## config.mk

```make
export PLATFORM = sky130hd
export DESIGN_NAME = mem_request
export DESIGN_NICKNAME = d
export VERILOG_FILES = /design/src/design/common.sv /design/src/design/decode_pkg.sv /design/src/design/writedata.sv /design/src/design/mem_request.sv
export SDC_FILE = /design/constraint.sdc
export NUM_CORES = 1
export LEC_CHECK = 0
export BUFFER_PORTS_ARGS = -buffer_cell sky130_fd_sc_hd__buf_2
export CAP_MARGIN = 0
export CELL_PAD_IN_SITES_DETAIL_PLACEMENT = 1
export CELL_PAD_IN_SITES_GLOBAL_PLACEMENT = 1
export CORE_ASPECT_RATIO = 0.6
export CORE_MARGIN = 4
export CORE_UTILIZATION = 15
export CTS_CLUSTER_DIAMETER = 60
export DETAILED_ROUTE_END_ITERATION = 10
export PLACE_DENSITY_LB_ADDON = 0.1
export SETUP_SLACK_MARGIN = 0.1
export SLEW_MARGIN = 20
export SYNTH_ARGS = -nofsm -noshare
export SYNTH_HDL_FRONTEND = slang
export SYNTH_SLANG_ARGS = --single-unit
```

## constraint.sdc

```tcl
create_clock -name clk -period 0.8 [get_ports clk]
set_input_delay 0.04 -clock clk [delete_from_list [all_inputs] [get_ports clk]]
set_output_delay 0.04 -clock clk [all_outputs]
set_load 0.01 [all_outputs]
```

## src/design/common.sv

```systemverilog
package common;

	// Fixed-width unsigned types shared by the whole memory stage.
	typedef logic u1;
	typedef logic [2:0] u3;
	typedef logic [7:0] u8;
	typedef logic [63:0] u64;

endpackage

```

## src/design/decode_pkg.sv

```systemverilog
package decode_pkg;
	import common::*;

	// Access size as the log2 of the byte count.
	typedef enum logic [1:0] {
		MSIZE1 = 2'b00,
		MSIZE2 = 2'b01,
		MSIZE4 = 2'b10,
		MSIZE8 = 2'b11
	} msize_t;

	// One load or store as issued by the pipeline.
	typedef struct packed {
		u1 valid;
		u1 write;        // High for a store.
		u1 mem_unsigned; // Zero-extend on load.
		msize_t msize;
		u64 addr;
		u64 wdata;
	} mem_req_t;

	// Load state kept from the issue cycle to the response cycle.
	typedef struct packed {
		u1 valid;
		u1 misaligned;
		u3 addr;
		msize_t msize;
		u1 mem_unsigned;
	} load_info_t;

	// Load response.
	typedef struct packed {
		u1 valid;
		u1 misaligned;
		u64 data;
	} mem_resp_t;

endpackage

```

## src/design/writedata.sv

```systemverilog
`timescale 1ns/1ns

module writedata
	import common::*;
	import decode_pkg::*;
(
	input u64 wdata,
	input u3 addr,
	input msize_t msize,
	output u64 wword,
	output u8 strobe
);

	// Replicate the low part of the store data over the whole word.
	always_comb begin
		wword = wdata;
		case (msize)
			MSIZE1: wword = {8{wdata[7:0]}};
			MSIZE2: wword = {4{wdata[15:0]}};
			MSIZE4: wword = {2{wdata[31:0]}};
			MSIZE8: wword = wdata;
			default: wword = wdata;
		endcase
	end

	// Enable only the bytes that the access covers.
	always_comb begin
		strobe = 8'h00;
		case (msize)
			MSIZE1: begin // SB
				case (addr)
					3'b000: strobe = 8'b0000_0001;
					3'b001: strobe = 8'b0000_0010;
					3'b010: strobe = 8'b0000_0100;
					3'b011: strobe = 8'b0000_1000;
					3'b100: strobe = 8'b0001_0000;
					3'b101: strobe = 8'b0010_0000;
					3'b110: strobe = 8'b0100_0000;
					3'b111: strobe = 8'b1000_0000;
					default: strobe = 8'h00;
				endcase
			end
			MSIZE2: begin // SH
				case (addr[2:1])
					2'b00: strobe = 8'b0000_0011;
					2'b01: strobe = 8'b0000_1100;
					2'b10: strobe = 8'b0011_0000;
					2'b11: strobe = 8'b1100_0000;
					default: strobe = 8'h00;
				endcase
			end
			MSIZE4: begin // SW
				case (addr[2])
					1'b0: strobe = 8'b0000_1111;
					1'b1: strobe = 8'b1111_0000;
					default: strobe = 8'h00;
				endcase
			end
			MSIZE8: begin // SD
				strobe = 8'b1111_1111;
			end
			default: begin
				strobe = 8'h00;
			end
		endcase
	end

endmodule

```

## src/design/mem_request.sv

```systemverilog
`timescale 1ns/1ns

module mem_request
	import common::*;
	import decode_pkg::*;
#(
	parameter int MEM_WORDS_LOG = 8
) (
	input logic clk,
	input logic reset,
	input mem_req_t req,
	output u1 en,
	output u1 we,
	output logic [MEM_WORDS_LOG-1:0] index,
	output u64 wword,
	output u8 strobe,
	output load_info_t info
);

	u1 misaligned;
	u1 aligned_valid;
	load_info_t info_next;

	// An access must sit on a multiple of its own size.
	always_comb begin
		misaligned = 1'b0;
		case (req.msize)
			MSIZE1: misaligned = 1'b0;
			MSIZE2: misaligned = req.addr[0];
			MSIZE4: misaligned = |req.addr[1:0];
			MSIZE8: misaligned = |req.addr[2:0];
			default: misaligned = 1'b1;
		endcase
	end

	assign aligned_valid = req.valid & ~misaligned;

	// Memory is only touched by aligned requests.
	assign en = aligned_valid;
	assign we = aligned_valid & req.write;
	assign index = req.addr[3 +: MEM_WORDS_LOG]; // Doubleword index.

	writedata u_writedata (
		.wdata (req.wdata),
		.addr  (req.addr[2:0]),
		.msize (req.msize),
		.wword (wword),
		.strobe(strobe)
	);

	// What readdata needs next cycle to format the load.
	always_comb begin
		info_next.valid = req.valid & ~req.write;
		info_next.misaligned = misaligned;
		info_next.addr = req.addr[2:0];
		info_next.msize = req.msize;
		info_next.mem_unsigned = req.mem_unsigned;
	end

	// Registered alongside the memory read so both line up.
	always_ff @(posedge clk) begin
		if (reset) begin
			info.valid <= 1'b0;
		end else begin
			info <= info_next;
		end
	end

endmodule

```

==> After elaboration in Yosys (flattened, before gate mapping) <==
Memories as Yosys holds them, arrays and structs flattened.
Index checks and enable logic that the tools add are counted.
{ "totals": {"regBits": 8, "latchBits": 0, "ram_bits": 0, "mem_bits_ro": 64, "out_inout_bits": 90, "word_cells": 27, "n_memories": 1} }
{ "mem_list": {"columns": ["memory", "words", "word_bits", "read_ports", "rd_ports_with_merged_regs", "wr", "line", "text"], "rows": [
  ["(no name shown)", 8, 8, 1, 0, 0, "writedata.sv:31", "case (addr)"]
]} }
{ "classes": {"n_addsub": 0, "n_mul": 0, "div_mod_pow": 0, "magnitude_cmp": 0, "eq_ne": 6, "n_shift": 0, "muxes": 5, "bitwise_logic": 6, "reduce_logical": 4} }
{ "ops": {"columns": ["cell", "n"], "rows": [
  ["one-hot mux 64 bit (4 select lines)", 1],
  ["one-hot mux 8 bit (4 select lines)", 2],
  ["one-hot mux 8 bit (2 select lines)", 1],
  ["== test 2 bit, second input constant", 4],
  ["== test 2 x 1 -> 1 bit, second input constant", 2],
  ["zero test 2 bit", 2],
  ["one-hot mux 1 bit (4 select lines)", 1],
  ["AND 1 bit", 3],
  ["inverter 1 bit", 3],
  ["OR reduction 3 bit", 1],
  ["OR reduction 2 bit", 1]
]} }

==> Depth between registers and ports, before layout <==
{ "logic_depth": {"word_depth": 5, "ltp_mapped": 4, "mapped_depth_nobuf": 3} }

==> Hierarchy <==
From an unflattened synthesis, not the netlist that was laid out.
{ "unflattened": {"cells_unflattened": 172, "hier_area_um2": 1625.3} }
{ "modules_own_cells": {"columns": ["mod", "instances", "cells_each", "area_each_um2"], "rows": [
  ["writedata", 1, 147, 1280.0],
  ["mem_request", 1, 25, 345.3]
]} }

==> Worst setup path after synthesis <==
No wires, ideal clock.
{ "synth_timing": {"path_type": "in2out", "startpoint": "in req[128] (netlist name)", "endpoint": "out wword[10]", "arrival_ns": 0.803, "required_time_ns": 0.760, "setup_slack_ns": -0.043, "stages": 3, "path_cell_list": "buf_6 nor2_2 mux2_2"} }
{ "synth_via": {"elab_chain_cells": 2, "word_cells_on_any_way": 5, "cone_classes": "eq/ne (3); mux (1); reduce/logical (1)"} }
{ "synth_lines": {"columns": ["element", "line", "text"], "rows": [
  ["from (decl)", "mem_request.sv:11", "input mem_req_t req,"],
  ["== test 2 bit, or another cell as far along", "writedata.sv:17", "case (msize)"],
  ["one-hot mux 64 bit (4 select lines) (*)", "writedata.sv:17", null],
  ["to (decl)", "mem_request.sv:15", "output u64 wword,"]
]} }
Mark *: on every way between the ends. The rest lies on a longest branch, timed or not. The select of a mux whose other input is x is not followed.

==> Worst setup path in the final report <==
{ "layout_timing": {"startpoint": "in req[128] (netlist name)", "endpoint": "out wword[39]"} }
The elaborated chain is that of the path after synthesis.

==> results.md <==
- Status: complete, but fails checks
- Failing checks: hold timing, setup timing
- Congestion Overflow GR: 0
- Hold Path End: info[7]
- Final hold slack: -0.0202 ns
- DRC: 0
- Mean routed wirelength per cell: ~16 um
- Row cnt: 27
- Synth top area share: 19.0%
- Simple-gate share of the synthesized area: a little under an eighth
- Die height: between 80 and 90 um
- Area share of fa/ha/maj cells after synthesis: 0%
- CP Launch Type: input port
- IR drop worst, VDD: approximately 0.54 mV
- NetSw: between 1 and 1.5 mW
- Cell internal pwr: 2.34 mW
- Final worst slack: -0.136 ns
- Met1 Use GR: between 10% and 20%
- Biggest register: info
- Net switching fraction of the power: around 33%
- Share of cells above drive strength 1: about 82%
- Vias per std cell: between 4 and 5
- Deepest clock path buffer count: 2
- Post-Synthesis Cell Area: around 0.0014 sq mm
- Instance count of the mapped netlist: ~180
- Number of global-route vias before repair: between 2000 and 2500
- Hold-fix buffers, CTS: 1
- Fmax: 1070 MHz
- First-pass GRT wire length: 12100 um
- Total GRT Usage: between 10% and 20%
- CTS Root Cell: clkbuf_16
- Slowest CP cell: mux2_4
- Distinct cells, synth: 22
- CTS tree: yes
- Logic pwr share: between 60% and 70%
- CP Data Required Time: between 0.7 and 0.8 ns
- Compound-gate portion of the synthesized area: a little under a fifth
- Yosys reg bits: 8
- DR iter-0 viols: 25
- Die X: between 100 and 150 um
- Number of H-tree levels: 1
- Fin nets: 504
- WS Path Type: input port to primary output
- Max-cap viol count: 0
- Initial Util: 15.4%
- RSZ-0062 raised after global routing: true
- Number of hold violations in the final report: 1
- Slew @ Worst Pin: 0.284 ns
- HP Start: reset
- Sequential power share: 14.3%
- CTS Buf Count: 3
- Syn Nets: between 300 and 400
- Reg clk slew, reported paths: approximately 0.04 ns
- Post-Synth XOR/XNOR Area: 0%
- Met2 Track Usage GR: 22.9%
- Largest net degree at the start of global routing: 18
- Gr busiest metal: met2
- Cells on Worst Hold Path: 2
- Final WL: approximately 8000 um
- WP data arrival: 0.90 ns
- Placeable Area: slightly above 0.009 sq mm
- Total number of vias: about 2100
- Max reg flops: 8
- Power per cell area: about 990 mW/mm^2
- M3 GR Usage: under 10%
- YS warnings: 0
- Post-synthesis sequential area ratio: 16.2%
- I/O pins: 225
- Antenna violations before repair: 0
- Post-detail-place hpwl: ~6000 um
- Max Transition Viols Final: 0
- Die ar.: 0.0112 sq mm
- Cell taking the most area after synthesis: mux2_2
- Final setup viols: 55
- Delay of the slowest critical-path stage: approximately 0.32 ns
- Largest regs: info (8)
- P_leak: 1.77 nW
- Post-synthesis mux area share: 35.9%
- Largest cells by area after synthesis: mux2_2 (19%), mux2i_1 (17%), edfxtp_1 (15%), a21oi_1 (14%), buf_4 (11%)
- CP endpoint kind: primary output
- Period utilization: 117%
- Post-DRT Antenna Nets: 0
- Fin crit period: between 0.9 and 1 ns
- Post-Syn Area per Cell: 7.99 sq um
- Ant diodes: 0
- First drt pass iteration count: 4
- Cell Chain, Critical Path: buf_16, buf_4, nand2_8, mux2_4, buf_6
- Final core occ: 38.3%
- Crit path max fanout: 8
- HP Class: input port to register
- Main combinational cell family by area after synthesis: multiplexers
- Slew margin rel.: 80.9%
- Port bufs: about 160
- Clk pwr share: between 20% and 30%
- Routability cong.: between 0.8 and 0.9
- P&R area growth vs syn: 148%
- Clk sinks: 8
==> routing by layer <==
| layer | part of all wire [%] | vias to the layer above |
|---|---|---|
| li1 | - | 1002 |
| met3 | 5.8 | 12 |
| met1 | 44 | 990 |
| met2 | 49 | 83 |
| met5 | 0 | - |
| met4 | 1.6 | 0 |
==> kinds of logic (layout without fill, tap and decap cells) <==
family                 after synthesis  count (layout)
buffers and inverters               39             229
and+or+nand+nor                     33              33
AOI/OAI and AO/OA                   50              50
muxes                               48              48
DFF                                  8               8
==> placed cells by master (no fill, tap or decap), drive strengths merged <==
master	instances
buf	210
a21oi	40
mux2	24
mux2i	24
nor2	17
inv	10
a211oi	8
nor2b	8
edfxtp	7
clkbuf	7
nand2	3
clkinv	1
nand2b	1
or2	1
a21o	1
o21ai	1
and3	1
and4	1
nor3b	1
dlygate4sd3	1
dfxtp	1
==> cell usage after synthesis (all sizes together) <==
library cell	number
a21oi	40
buf	28
mux2	24
mux2i	24
nor2	17
inv	11
a211oi	8
nor2b	8
edfxtp	7
nand2	3
a21o	1
and3	1
and4	1
dfxtp	1
nand2b	1
nor3b	1
o21ai	1
or2	1
==> how the worst max path moves through the flow <==
stage               startpoint   endpoint  cells after the start
floorplan             req[129]  wword[24]                      4
global placement      req[129]  wword[17]                      4
detailed placement    req[128]  wword[59]                      7
CTS                   req[129]  wword[49]                      6
global route          req[128]  wword[58]                      7
finish                req[128]  wword[39]                      5
==> worst max-delay path: cells and delay by family <==
family	cells	cell delay [ns]
simple gates	1	0.12
mux	1	0.32
buf+inv	3	0.40
==> stage by stage <==
step,power [mW],setup TNS [ns],area (sq um),instances,setup slack (ns)
global placement,2.07,-15.04,2600,480,-0.266
CTS,3.33,-4.52,3200,491,-0.126
finish,3.50,-4.89,3530,498,-0.136
floorplan,1.31,0,1490,178,0.0140
detailed placement,2.07,-15.87,2600,480,-0.312
global route,3.73,-7.42,3530,498,-0.184
==> what timing repair did <==
action	CTS	global route
pin swaps	19	12
cloned	2	3
gates resized for setup	100	51
setup endpoints to repair	75	75
setup buffers	4	5
endpoints found under the hold margin	2	1
==> area by class of cell <==
cell class	count	area, sq um
multi-input combinational	131	1340
timing repair buffer	214	1670
clock buffer	4	78.8
sequential	8	231
inverter	11	56.3
tap	130	163
fill	1062	5690
==> power groups by stage <==
stage	Clock, mW	Sequential (mW)	Combinational (mW)
2_1_floorplan	0	0.524	0.782
3_3_place_gp	0	0.505	1.56
3_5_place_dp	0	0.505	1.57
4_1_cts	0.896	0.500	1.93
5_1_grt	0.921	0.502	2.30
6_report	0.866	0.500	2.13
Note: power is estimated with default switching activity, not from simulation.
