===== config.mk =====
export PLATFORM = sky130hd
export DESIGN_NAME = readdata
export DESIGN_NICKNAME = d
export VERILOG_FILES = /design/src/design/common.sv /design/src/design/decode_pkg.sv /design/src/design/readdata.sv
export SDC_FILE = /design/constraint.sdc
export NUM_CORES = 1
export LEC_CHECK = 0
export BUFFER_PORTS_ARGS = -buffer_cell sky130_fd_sc_hd__buf_2
export CORE_MARGIN = 2
export CORE_UTILIZATION = 40
export DETAILED_ROUTE_END_ITERATION = 7
export GPL_TIMING_DRIVEN = 0
export PLACE_DENSITY = 0.83
export SETUP_SLACK_MARGIN = 0.2
export SLEW_MARGIN = 0
export SYNTH_ARGS = -nofsm -noshare
export SYNTH_HDL_FRONTEND = slang
export SYNTH_SLANG_ARGS = --single-unit

===== constraint.sdc =====
create_clock -name vclk -period 3.7
set_input_delay 0.37 -clock vclk [all_inputs]
set_output_delay 0.37 -clock vclk [all_outputs]
set_load 0.02 [all_outputs]

===== src/design/common.sv =====
package common;

	// Fixed-width unsigned types shared by the whole memory stage.
	typedef logic u1;
	typedef logic [2:0] u3;
	typedef logic [7:0] u8;
	typedef logic [63:0] u64;

endpackage


===== src/design/decode_pkg.sv =====
package decode_pkg;
	import common::*;

	// Access size as the log2 of the byte count.
	typedef enum logic [1:0] {
		MSIZE1 = 2'b00,
		MSIZE2 = 2'b01,
		MSIZE4 = 2'b10,
		MSIZE8 = 2'b11
	} msize_t;

	// One load or store as issued by the pipeline.
	typedef struct packed {
		u1 valid;
		u1 write;        // High for a store.
		u1 mem_unsigned; // Zero-extend on load.
		msize_t msize;
		u64 addr;
		u64 wdata;
	} mem_req_t;

	// Load state kept from the issue cycle to the response cycle.
	typedef struct packed {
		u1 valid;
		u1 misaligned;
		u3 addr;
		msize_t msize;
		u1 mem_unsigned;
	} load_info_t;

	// Load response.
	typedef struct packed {
		u1 valid;
		u1 misaligned;
		u64 data;
	} mem_resp_t;

endpackage


===== src/design/readdata.sv =====
`timescale 1ns/1ns

module readdata
	import common::*;
	import decode_pkg::*;
(
	input u64 rword,
	input load_info_t info,
	output mem_resp_t resp
);

	u8 byte_sel;
	logic [15:0] half_sel;
	logic [31:0] word_sel;
	u1 sign_bit;
	u64 extended;

	// Byte lane picked by the full offset.
	always_comb begin
		byte_sel = 8'h00;
		case (info.addr)
			3'b000: byte_sel = rword[7:0];
			3'b001: byte_sel = rword[15:8];
			3'b010: byte_sel = rword[23:16];
			3'b011: byte_sel = rword[31:24];
			3'b100: byte_sel = rword[39:32];
			3'b101: byte_sel = rword[47:40];
			3'b110: byte_sel = rword[55:48];
			3'b111: byte_sel = rword[63:56];
			default: byte_sel = 8'h00;
		endcase
	end

	// Halfword lane. Bit 0 of the offset is zero when aligned.
	always_comb begin
		half_sel = 16'h0000;
		case (info.addr[2:1])
			2'b00: half_sel = rword[15:0];
			2'b01: half_sel = rword[31:16];
			2'b10: half_sel = rword[47:32];
			2'b11: half_sel = rword[63:48];
			default: half_sel = 16'h0000;
		endcase
	end

	always_comb begin
		if (info.addr[2]) begin
			word_sel = rword[63:32];
		end else begin
			word_sel = rword[31:0];
		end
	end

	// Sign or zero extension to the full register width.
	always_comb begin
		sign_bit = 1'b0;
		extended = rword;
		case (info.msize)
			MSIZE1: begin // LB, LBU
				sign_bit = info.mem_unsigned ? 1'b0 : byte_sel[7];
				extended = {{56{sign_bit}}, byte_sel};
			end
			MSIZE2: begin // LH, LHU
				sign_bit = info.mem_unsigned ? 1'b0 : half_sel[15];
				extended = {{48{sign_bit}}, half_sel};
			end
			MSIZE4: begin // LW, LWU
				sign_bit = info.mem_unsigned ? 1'b0 : word_sel[31];
				extended = {{32{sign_bit}}, word_sel};
			end
			MSIZE8: begin // LD
				extended = rword;
			end
			default: begin
				extended = rword;
			end
		endcase
	end

	always_comb begin
		resp.valid = info.valid;
		resp.misaligned = info.misaligned;
		resp.data = info.misaligned ? 64'h0 : extended; // No data on a faulting load.
	end

endmodule


# Yosys cells after proc, flatten, opt, wreduce, memory -nomap -nowiden
# Index checks and enable logic that the tools add are counted.
# word_totals
register_bits	0
in_bits	72
elab_cells	24
# op_classes
eq_ne	13
mux	8
reduce_logical	3
# ops
op	count
$pmux 64 s4	1
$mux 64	1
$pmux 16 s4	1
$pmux 8 s8	1
$mux 32	1
$eq 3x3->1 const B	4
$eq 2x2->1 const B	4
$eq 3x2->1 const B	2
$eq 2x1->1 const B	2
$logic_not 2->1	2
$eq 3x1->1 const B	1
$logic_not 3->1	1
$mux 1	3

# Longest topological paths before layout
# Gate-level depths: netlist of the first run.
# depth
depth_word	5
depth_mapped	8
ltp_nobuf	4

# Worst setup path before layout of the first run
# OpenSTA, ideal clock, no wires.
# synth_timing
path_kind	input-to-output
startpoint	input port info[5] in the netlist's numbering
endpoint	output port resp[2] in the netlist's numbering
arrival_time_ns	2.245
t_required_ns	3.330
slack_ns	1.085
path_stages	7
path_buffers	4
path_cell_list	buf_4 -> buf_4 -> buf_6 -> buf_2 -> nand2_1 -> o221ai_1 -> a2111oi_0
# synth_rtl
item	line	text
start: declaration	readdata.sv:8	input load_info_t info,
end: declaration	readdata.sv:9	output mem_resp_t resp

==> impl_metrics.csv, run 1 <==
group,metric,value,unit
outcome,status,"completed",
worst_setup_path,crit_required,3.33,ns
floorplanning,rows,27,
global_route,grt_overflow_total,0,
timing,tightest_slew,0.745,ns
clocking,cts_hold_buf,0,
floorplanning,fp.coreArea,5440,µm²
finish,antenna_cells,0,
placement,pre_cts_slack,1.20,ns
finish,design.seq.count,0,
global_route,first_global_vias,2988,
logic_synthesis,synth_nets,376,
power,ir_drop,0.000137,V
finish,clkbuf_count,0,
global_route,grt_pass1_wl,15.3,mm
timing,worst_slack,1.04,ns
logic_synthesis,synth.most_common_cell,"nand2_1",
timing,setup_viol,0,
timing,hold_viol_final,0,
timing,post-route-period-util,0.718,
finish,final_core_util,0.547,
timing,max_freq,376,MHz
timing,post-route-min-period,2.66,ns
routing,wire_per_inst,19.7,µm
timing,setup-tns-final,0,ns
run,cap_violations,0,
routing,via_per_inst,6.31,
worst_setup_path,worst_setup_path_start_kind,"primary input",
floorplanning,die-area,6160,µm²
clocking,cts_resized,0,
floorplanning,die_w,78.5,µm
worst_setup_path,crit_path_end_kind,"primary output",
logic_synthesis,synth_common_cells,"nand2_1, a21oi_1, a211oi_1",
logic_synthesis,synthTopCellsByArea,"mux4_2, mux2i_1, a211oi_1",
logic_synthesis,synth_cell_types,40,
logic_synthesis,syn_inst,304,
logic_synthesis,yosysWarnings,0,
timing,fin_hold_ws,0.957,ns
clocking,post-cts-setup-buffer-count,0,
logic_synthesis,avgSynthCellArea,7.30,µm²
finish,fin_nets,511,
routing,drt_wl_total,10.0,mm
logic_synthesis,synth_seq_area_share,0,
timing,maxSlewViolCount,0,
floorplanning,pin_count,138,
placement,port_buffers,133,
routing,first_iter_violations,391,
global_route,antenna_found_initial,0,
worst_setup_path,cp_max_fo,10,
logic_synthesis,syn-cell-area,2220,µm²
routing,ant_nets,0,
timing,rsz0062_at_grt,"false",
routing,num_vias,3211,
floorplanning,initial_utilization,0.408,
global_route,grt_max_degree,11,
placement,dp_hpwl,7.66,mm
finish,area_growth,34.1,%
routing,first_pass_iters,5,
floorplanning,die_h,78.5,µm
worst_setup_path,crit_type,"in -> out",
power,p_leak,0.00136,µW
worst_setup_path,crit_arrival,2.29,ns
logic_synthesis,synth_area_leader_cell,"mux4_2",
min_path,hold_path.class,"in -> out",
placement,gp_congestion,0.967,
routing,drc,0,
global_route,grt_use_total,0.311,
finish,seqCellArea,0,µm²
power,powerDensity,175,nW/µm²
finish,final_layout_size_suffix_gt1_frac,0.460,
timing,maxSlewHeadroom,0.503,
logic_synthesis,synth_top_area_frac,0.183,
[routing by layer]
layer / up-vias / part of all wire / global-route usage
li1: 1444 / - / -
met1: 1503 / 0.41 / 0.431
met2: 246 / 0.47 / 0.535
met3: 18 / 0.10 / 0.0241
met4: 0 / 0.015 / 0.0544
met5: - / 0 / 0
[worst max-delay path, stage by stage]
cell and delay [ns]:
buf_2 0.13, nor2_1 0.52, nor2_1 0.08, a41oi_1 0.29, clkbuf_1 0.56, a21oi_1 0.13
buf_2 0.20
[final cells by class]
| type | count | area [µm²] |
|---|---|---|
| Timing Repair Buffer | 133 | 666 |
| Tap cell | 72 | 90.1 |
| Inverter | 1 | 3.75 |
| Buffer | 43 | 254 |
| Multi-Input combinational cell | 260 | 1960 |
| Fill cell | 558 | 2460 |
[cell families after synthesis]
| logic type | synth area share |
|---|---|
| AO/OA/AOI/OAI | 0.340 |
| buffers and inverters | 0.116 |
| multiplexers | 0.328 |
| AND/OR/NAND/NOR | 0.217 |
[cell usage in the layout, fill, tap and decap left out, types with 10 or more instances in the layout]
master / netlist / layout
buf_2: 14 / 147
nand2_1: 44 / 44
a21oi_1: 34 / 34
a211oi_1: 23 / 23
mux2i_1: 22 / 22
mux4_2: 18 / 18
clkbuf_1: 14 / 14
nor2_1: 14 / 14
nor3_1: 13 / 13
nand3_1: 11 / 11
a21oi_2: 10 / 10
o22ai_1: 10 / 10
[through the flow]
stage               cell area [µm²]  instances  power, µW
floorplan                      2220        304        333
global placement               2970        509        505
detailed placement             2970        509        511
CTS                            2970        509        512
global route                   2970        509        553
finish                         2970        509        522
[power by group]
group | total (µW) | internal, µW | switching, µW
Combinational | 522 | 203 | 319
Clock | 0 | 0 | 0
Sequential | 0 | 0 | 0
[final timing paths]
check	startpoint	to	slack, ns	depth (start not counted)
setup / recovery	info[1]	resp[43]	1.04	7
hold / removal	info[7]	resp[65]	0.96	2
(Power assumes the default switching activity.)
==> run 2: changes to the inputs <==
==> constraint.sdc (replaced) <==
create_clock -name vclk -period 2.77
set_input_delay 0.277 -clock vclk [all_inputs]
set_output_delay 0.277 -clock vclk [all_outputs]
set_load 0.02 [all_outputs]
==> run 2 against run 1 <==
Utilization did not move; critical endpoint unchanged; final cell count did not move; die area did not move; sequential share of layout area did not move; global-route usage did not move; total power rose by 33%; non-clock buffer count did not move; flip-flop and latch count did not move; critical path depth did not move; largest power group unchanged; clock-buffer cell count did not move; final area did not move.
==> impl_metrics.csv, run 2 (synthesis gave the netlist of run 1 again) <==
group,metric,value,unit
global_route,grt_pass1_wl,15.3,mm
routing,wire_per_inst,19.7,µm
floorplanning,fp.coreArea,5440,µm²
global_route,grt_overflow_total,0,
power,cellInternalPower,271,µW
routing,ant_nets,0,
timing,setup-tns-final,0,ns
min_path,hold_end,"resp[65]",
global_route,grt_max_degree,11,
power,p_total,696,µW
power,power_frac_seq,0,
finish,final_cell_mix,"buf_2, nand2_1, a21oi_1, a211oi_1, mux2i_1",
worst_setup_path,worst_setup_path_start_kind,"primary input",
power,ir_drop,0.000179,V
finish,fin_nets,511,
global_route,first_global_vias,2988,
timing,hold_viol_final,0,
routing,via_per_inst,6.35,
timing,post-route-min-period,2.39,ns
timing,maxSlewHeadroom,0.489,
finish,final_common_cell,"buf_2",
routing,num_vias,3234,
outcome,status,"completed",
worst_setup_path,crit_required,2.49,ns
routing,first_pass_iters,7,
min_path,min_path_cells,2,
finish,final_layout_size_suffix_gt1_frac,0.460,
floorplanning,rows,27,
power,powerDensity,234,nW/µm²
worst_setup_path,cp_max_fo,10,
finish,area_growth,34.1,%
placement,port_buffers,133,
power,comb_power_share,1.000,
clocking,cts_hold_buf,0,
finish,antenna_cells,0,
timing,setup_viol,0,
power,p_leak,0.00136,µW
finish,clkbuf_count,0,
min_path,hold_path.class,"in -> out",
floorplanning,die_h,78.5,µm
timing,rsz0062_at_grt,"false",
placement,dp_hpwl,7.66,mm
timing,post-route-period-util,0.862,
min_path,hp-start,"info[7]",
power,power_switching,425,µW
finish,design.seq.count,0,
floorplanning,initial_utilization,0.408,
routing,drt_wl_total,10.0,mm
run,cap_violations,0,
finish,seqCellArea,0,µm²
worst_setup_path,crit_arrival,2.11,ns
floorplanning,pin_count,138,
global_route,grt_use_total,0.311,
routing,first_iter_violations,346,
timing,tightest_slew,0.767,ns
placement,gp_congestion,0.967,
power,clockPowerShare,0,
power,swShare,0.610,
floorplanning,die_w,78.5,µm
global_route,antenna_found_initial,0,
floorplanning,die-area,6160,µm²
routing,drc,0,
worst_setup_path,crit_type,"in -> out",
timing,max_freq,419,MHz
timing,fin_hold_ws,0.771,ns
worst_setup_path,crit_path_end_kind,"primary output",
timing,maxSlewViolCount,0,
==> run 2: cell types whose count changed in the layout (fill, tap and decap cells not counted), sizes merged <==
cell	change
clkbuf	-1
buf	+1
==> run 2: layer usage <==
metal | vias to the layer above | share of wire | track usage
met2 | 264 | 0.47 | 0.535
met4 | 0 | 0.013 | 0.0544
met5 | - | 0 | 0
li1 | 1447 | - | -
met3 | 17 | 0.11 | 0.0241
met1 | 1506 | 0.41 | 0.431
==> run 2: how the worst max path moves through the flow <==
stage	from	to	slack, ns	depth (start not counted)
detailed placement	info[2]	resp[43]	0.46	7
CTS	info[2]	resp[43]	0.44	7
global route	info[1]	resp[43]	0.21	7
finish	info[1]	resp[43]	0.38	7
global placement	info[2]	resp[43]	0.41	7
floorplan	info[5]	resp[2]	0.34	7
==> run 2: what timing repair did <==
action / in CTS / in global routing
resized for setup: 0 / 1
setup endpoints to repair: 0 / 6
buffers inserted: 0 / 0
==> run 2: layout make-up <==
cell class	instances	area, µm²
fill	558	2460
inverter	1	3.75
timing repair buffer	133	666
multi-input combinational	260	1960
buffer	43	254
tap	72	90.1
==> run 2: critical path: stages <==
cell and delay, ns:
buf_2 0.13, nor2_1 0.51, nor2_1 0.08, a41oi_1 0.29, buf_1 0.50, a21oi_1 0.12
buf_2 0.19
==> run 2: per-stage QoR <==
stage                     worst slack [ns]  cell area, µm²  instances   util
after global placement               0.414            2970        509  0.547
after detailed placement             0.457            2970        509  0.547
final                                0.383            2970        509  0.547
after floorplan                      0.341            2220        304      -
after global routing                 0.206            2970        509  0.547
after CTS                            0.437            2970        509  0.547
==> run 2: power by group through the flow <==
stage	registers (µW)	clock network [µW]	logic, µW
6_report	0	0	696
5_1_grt	0	0	737
4_1_cts	0	0	684
3_5_place_dp	0	0	682
3_3_place_gp	0	0	675
2_1_floorplan	0	0	444
==> run 3: changes to the inputs <==
--- a/config.mk
+++ b/config.mk
@@ -7,10 +7,10 @@
 export LEC_CHECK = 0
 export BUFFER_PORTS_ARGS = -buffer_cell sky130_fd_sc_hd__buf_2
 export CORE_MARGIN = 2
-export CORE_UTILIZATION = 40
+export CORE_UTILIZATION = 30
 export DETAILED_ROUTE_END_ITERATION = 7
 export GPL_TIMING_DRIVEN = 0
-export PLACE_DENSITY = 0.83
+export PLACE_DENSITY = 0.67
 export SETUP_SLACK_MARGIN = 0.2
 export SLEW_MARGIN = 0
 export SYNTH_ARGS = -nofsm -noshare
==> constraint.sdc (replaced) <==
create_clock -name vclk -period 2.77
set_input_delay 0.277 -clock vclk [all_inputs]
set_output_delay 0.277 -clock vclk [all_outputs]
set_load 0.005 [all_outputs]
==> run 3 against run 2 <==
Wire length increased by 5.6%; worst hold slack got worse by 0.050 ns; combinational power decreased by 14%; worst setup slack got worse by 0.010 ns; total power is 14% lower; largest power group unchanged.
==> impl_metrics.csv, run 3 (synthesis gave the netlist of run 1 again) <==
group,metric,value,unit
outcome,status,"completed",
floorplanning,die_w,90.0,µm
power,comb_power_share,1.000,
timing,maxSlewHeadroom,0.493,
global_route,first_global_vias,3112,
global_route,grt_max_degree,11,
placement,port_buffers,133,
floorplanning,rows,31,
worst_setup_path,crit_type,"in -> out",
floorplanning,die-area,8100,µm²
routing,first_iter_violations,222,
global_route,antenna_found_initial,0,
finish,nFillCells,810,
finish,final_core_util,0.417,
floorplanning,pin_count,138,
finish,final_layout_size_suffix_gt1_frac,0.460,
power,powerDensity,198,nW/µm²
timing,setup_viol,0,
power,p_leak,0.00136,µW
power,power_frac_seq,0,
timing,rsz0062_at_grt,"false",
power,ir_drop,0.000116,V
routing,ant_nets,0,
worst_setup_path,crit_arrival,2.12,ns
routing,via_per_inst,5.95,
floorplanning,die_h,90.0,µm
timing,tightest_slew,0.761,ns
timing,max_freq,417,MHz
finish,final_common_cell,"buf_2",
timing,hold_viol_final,0,
finish,antenna_cells,0,
timing,setup-tns-final,0,ns
clocking,cts_resized,0,
routing,drc,0,
finish,seqCellArea,0,µm²
power,power_switching,327,µW
floorplanning,fp.coreArea,7210,µm²
routing,num_vias,3189,
finish,final_cell_mix,"buf_2, nand2_1, a21oi_1, a211oi_1, mux2i_1",
run,cap_violations,0,
timing,maxSlewViolCount,0,
routing,drt_wl_total,10.6,mm
routing,wire_per_inst,19.8,µm
timing,post-route-min-period,2.40,ns
power,swShare,0.548,
global_route,grt_overflow_total,0,
global_route,grt_use_total,0.245,
worst_setup_path,crit_required,2.49,ns
finish,fin_nets,511,
finish,design.seq.count,0,
min_path,hold_path.class,"in -> out",
clocking,post-cts-setup-buffer-count,0,
worst_setup_path,crit_path_end_kind,"primary output",
power,clockPowerShare,0,
clocking,cts_hold_buf,0,
worst_setup_path,cp_max_fo,10,
finish,area_growth,35.6,%
power,cellInternalPower,269,µW
finish,clkbuf_count,0,
placement,dp_hpwl,8.34,mm
floorplanning,initial_utilization,0.307,
worst_setup_path,worst_setup_path_start_kind,"primary input",
placement,gp_congestion,0.938,
global_route,grt_pass1_wl,16.3,mm
routing,first_pass_iters,5,
timing,post-route-period-util,0.865,
==> run 3: changes by cell type in the layout (fill, tap and decap cells not counted) <==
cell and delta:
buf_1 -1, clkbuf_1 +1
==> run 3: final timing paths <==
path	startpoint	to	slack, ns	cells past startpoint
worst min-delay path	info[7]	resp[65]	0.72	2
worst max-delay path	info[2]	resp[43]	0.37	7
==> run 3: per-stage QoR <==
step / setup WS [ns] / hold WS, ns / std cells / total power, µW / instance area [µm²]
floorplan: 0.991 / 0.635 / 304 / 342 / 2220
finish: 0.373 / 0.721 / 536 / 596 / 3010
global route: 0.250 / 0.724 / 536 / 639 / 3010
detailed placement: 0.469 / 0.722 / 536 / 587 / 3010
CTS: 0.465 / 0.722 / 536 / 589 / 3010
global placement: 0.469 / 0.722 / 536 / 577 / 3010
==> run 3: layout make-up <==
cell class,instances,area (µm²),share of cell area
Buffer,43,254,0.0844
Multi-Input combinational cell,260,1960,0.652
Inverter,1,3.75,0.00125
Timing Repair Buffer,133,666,0.221
Tap cell,99,124,0.0412
==> run 3: power by group through the flow <==
stage | Combinational [µW] | Sequential [µW] | Clock [µW]
2_1_floorplan | 342 | 0 | 0
3_3_place_gp | 577 | 0 | 0
3_5_place_dp | 587 | 0 | 0
4_1_cts | 589 | 0 | 0
5_1_grt | 639 | 0 | 0
6_report | 596 | 0 | 0
==> run 3: routing by layer <==
layer	vias to the layer above	wire length, µm	track usage
met5	-	0	0
li1	1448	-	-
met1	1492	4250	0.329
met4	0	357	0.0744
met3	38	999	0.0268
met2	211	5000	0.414
==> run 3: critical path, stage by stage <==
cell and delay [ns]:
buf_4 0.15, nor2_1 0.48, nor2_1 0.09, a41oi_1 0.32, clkbuf_1 0.54, a21oi_1 0.10
buf_2 0.16
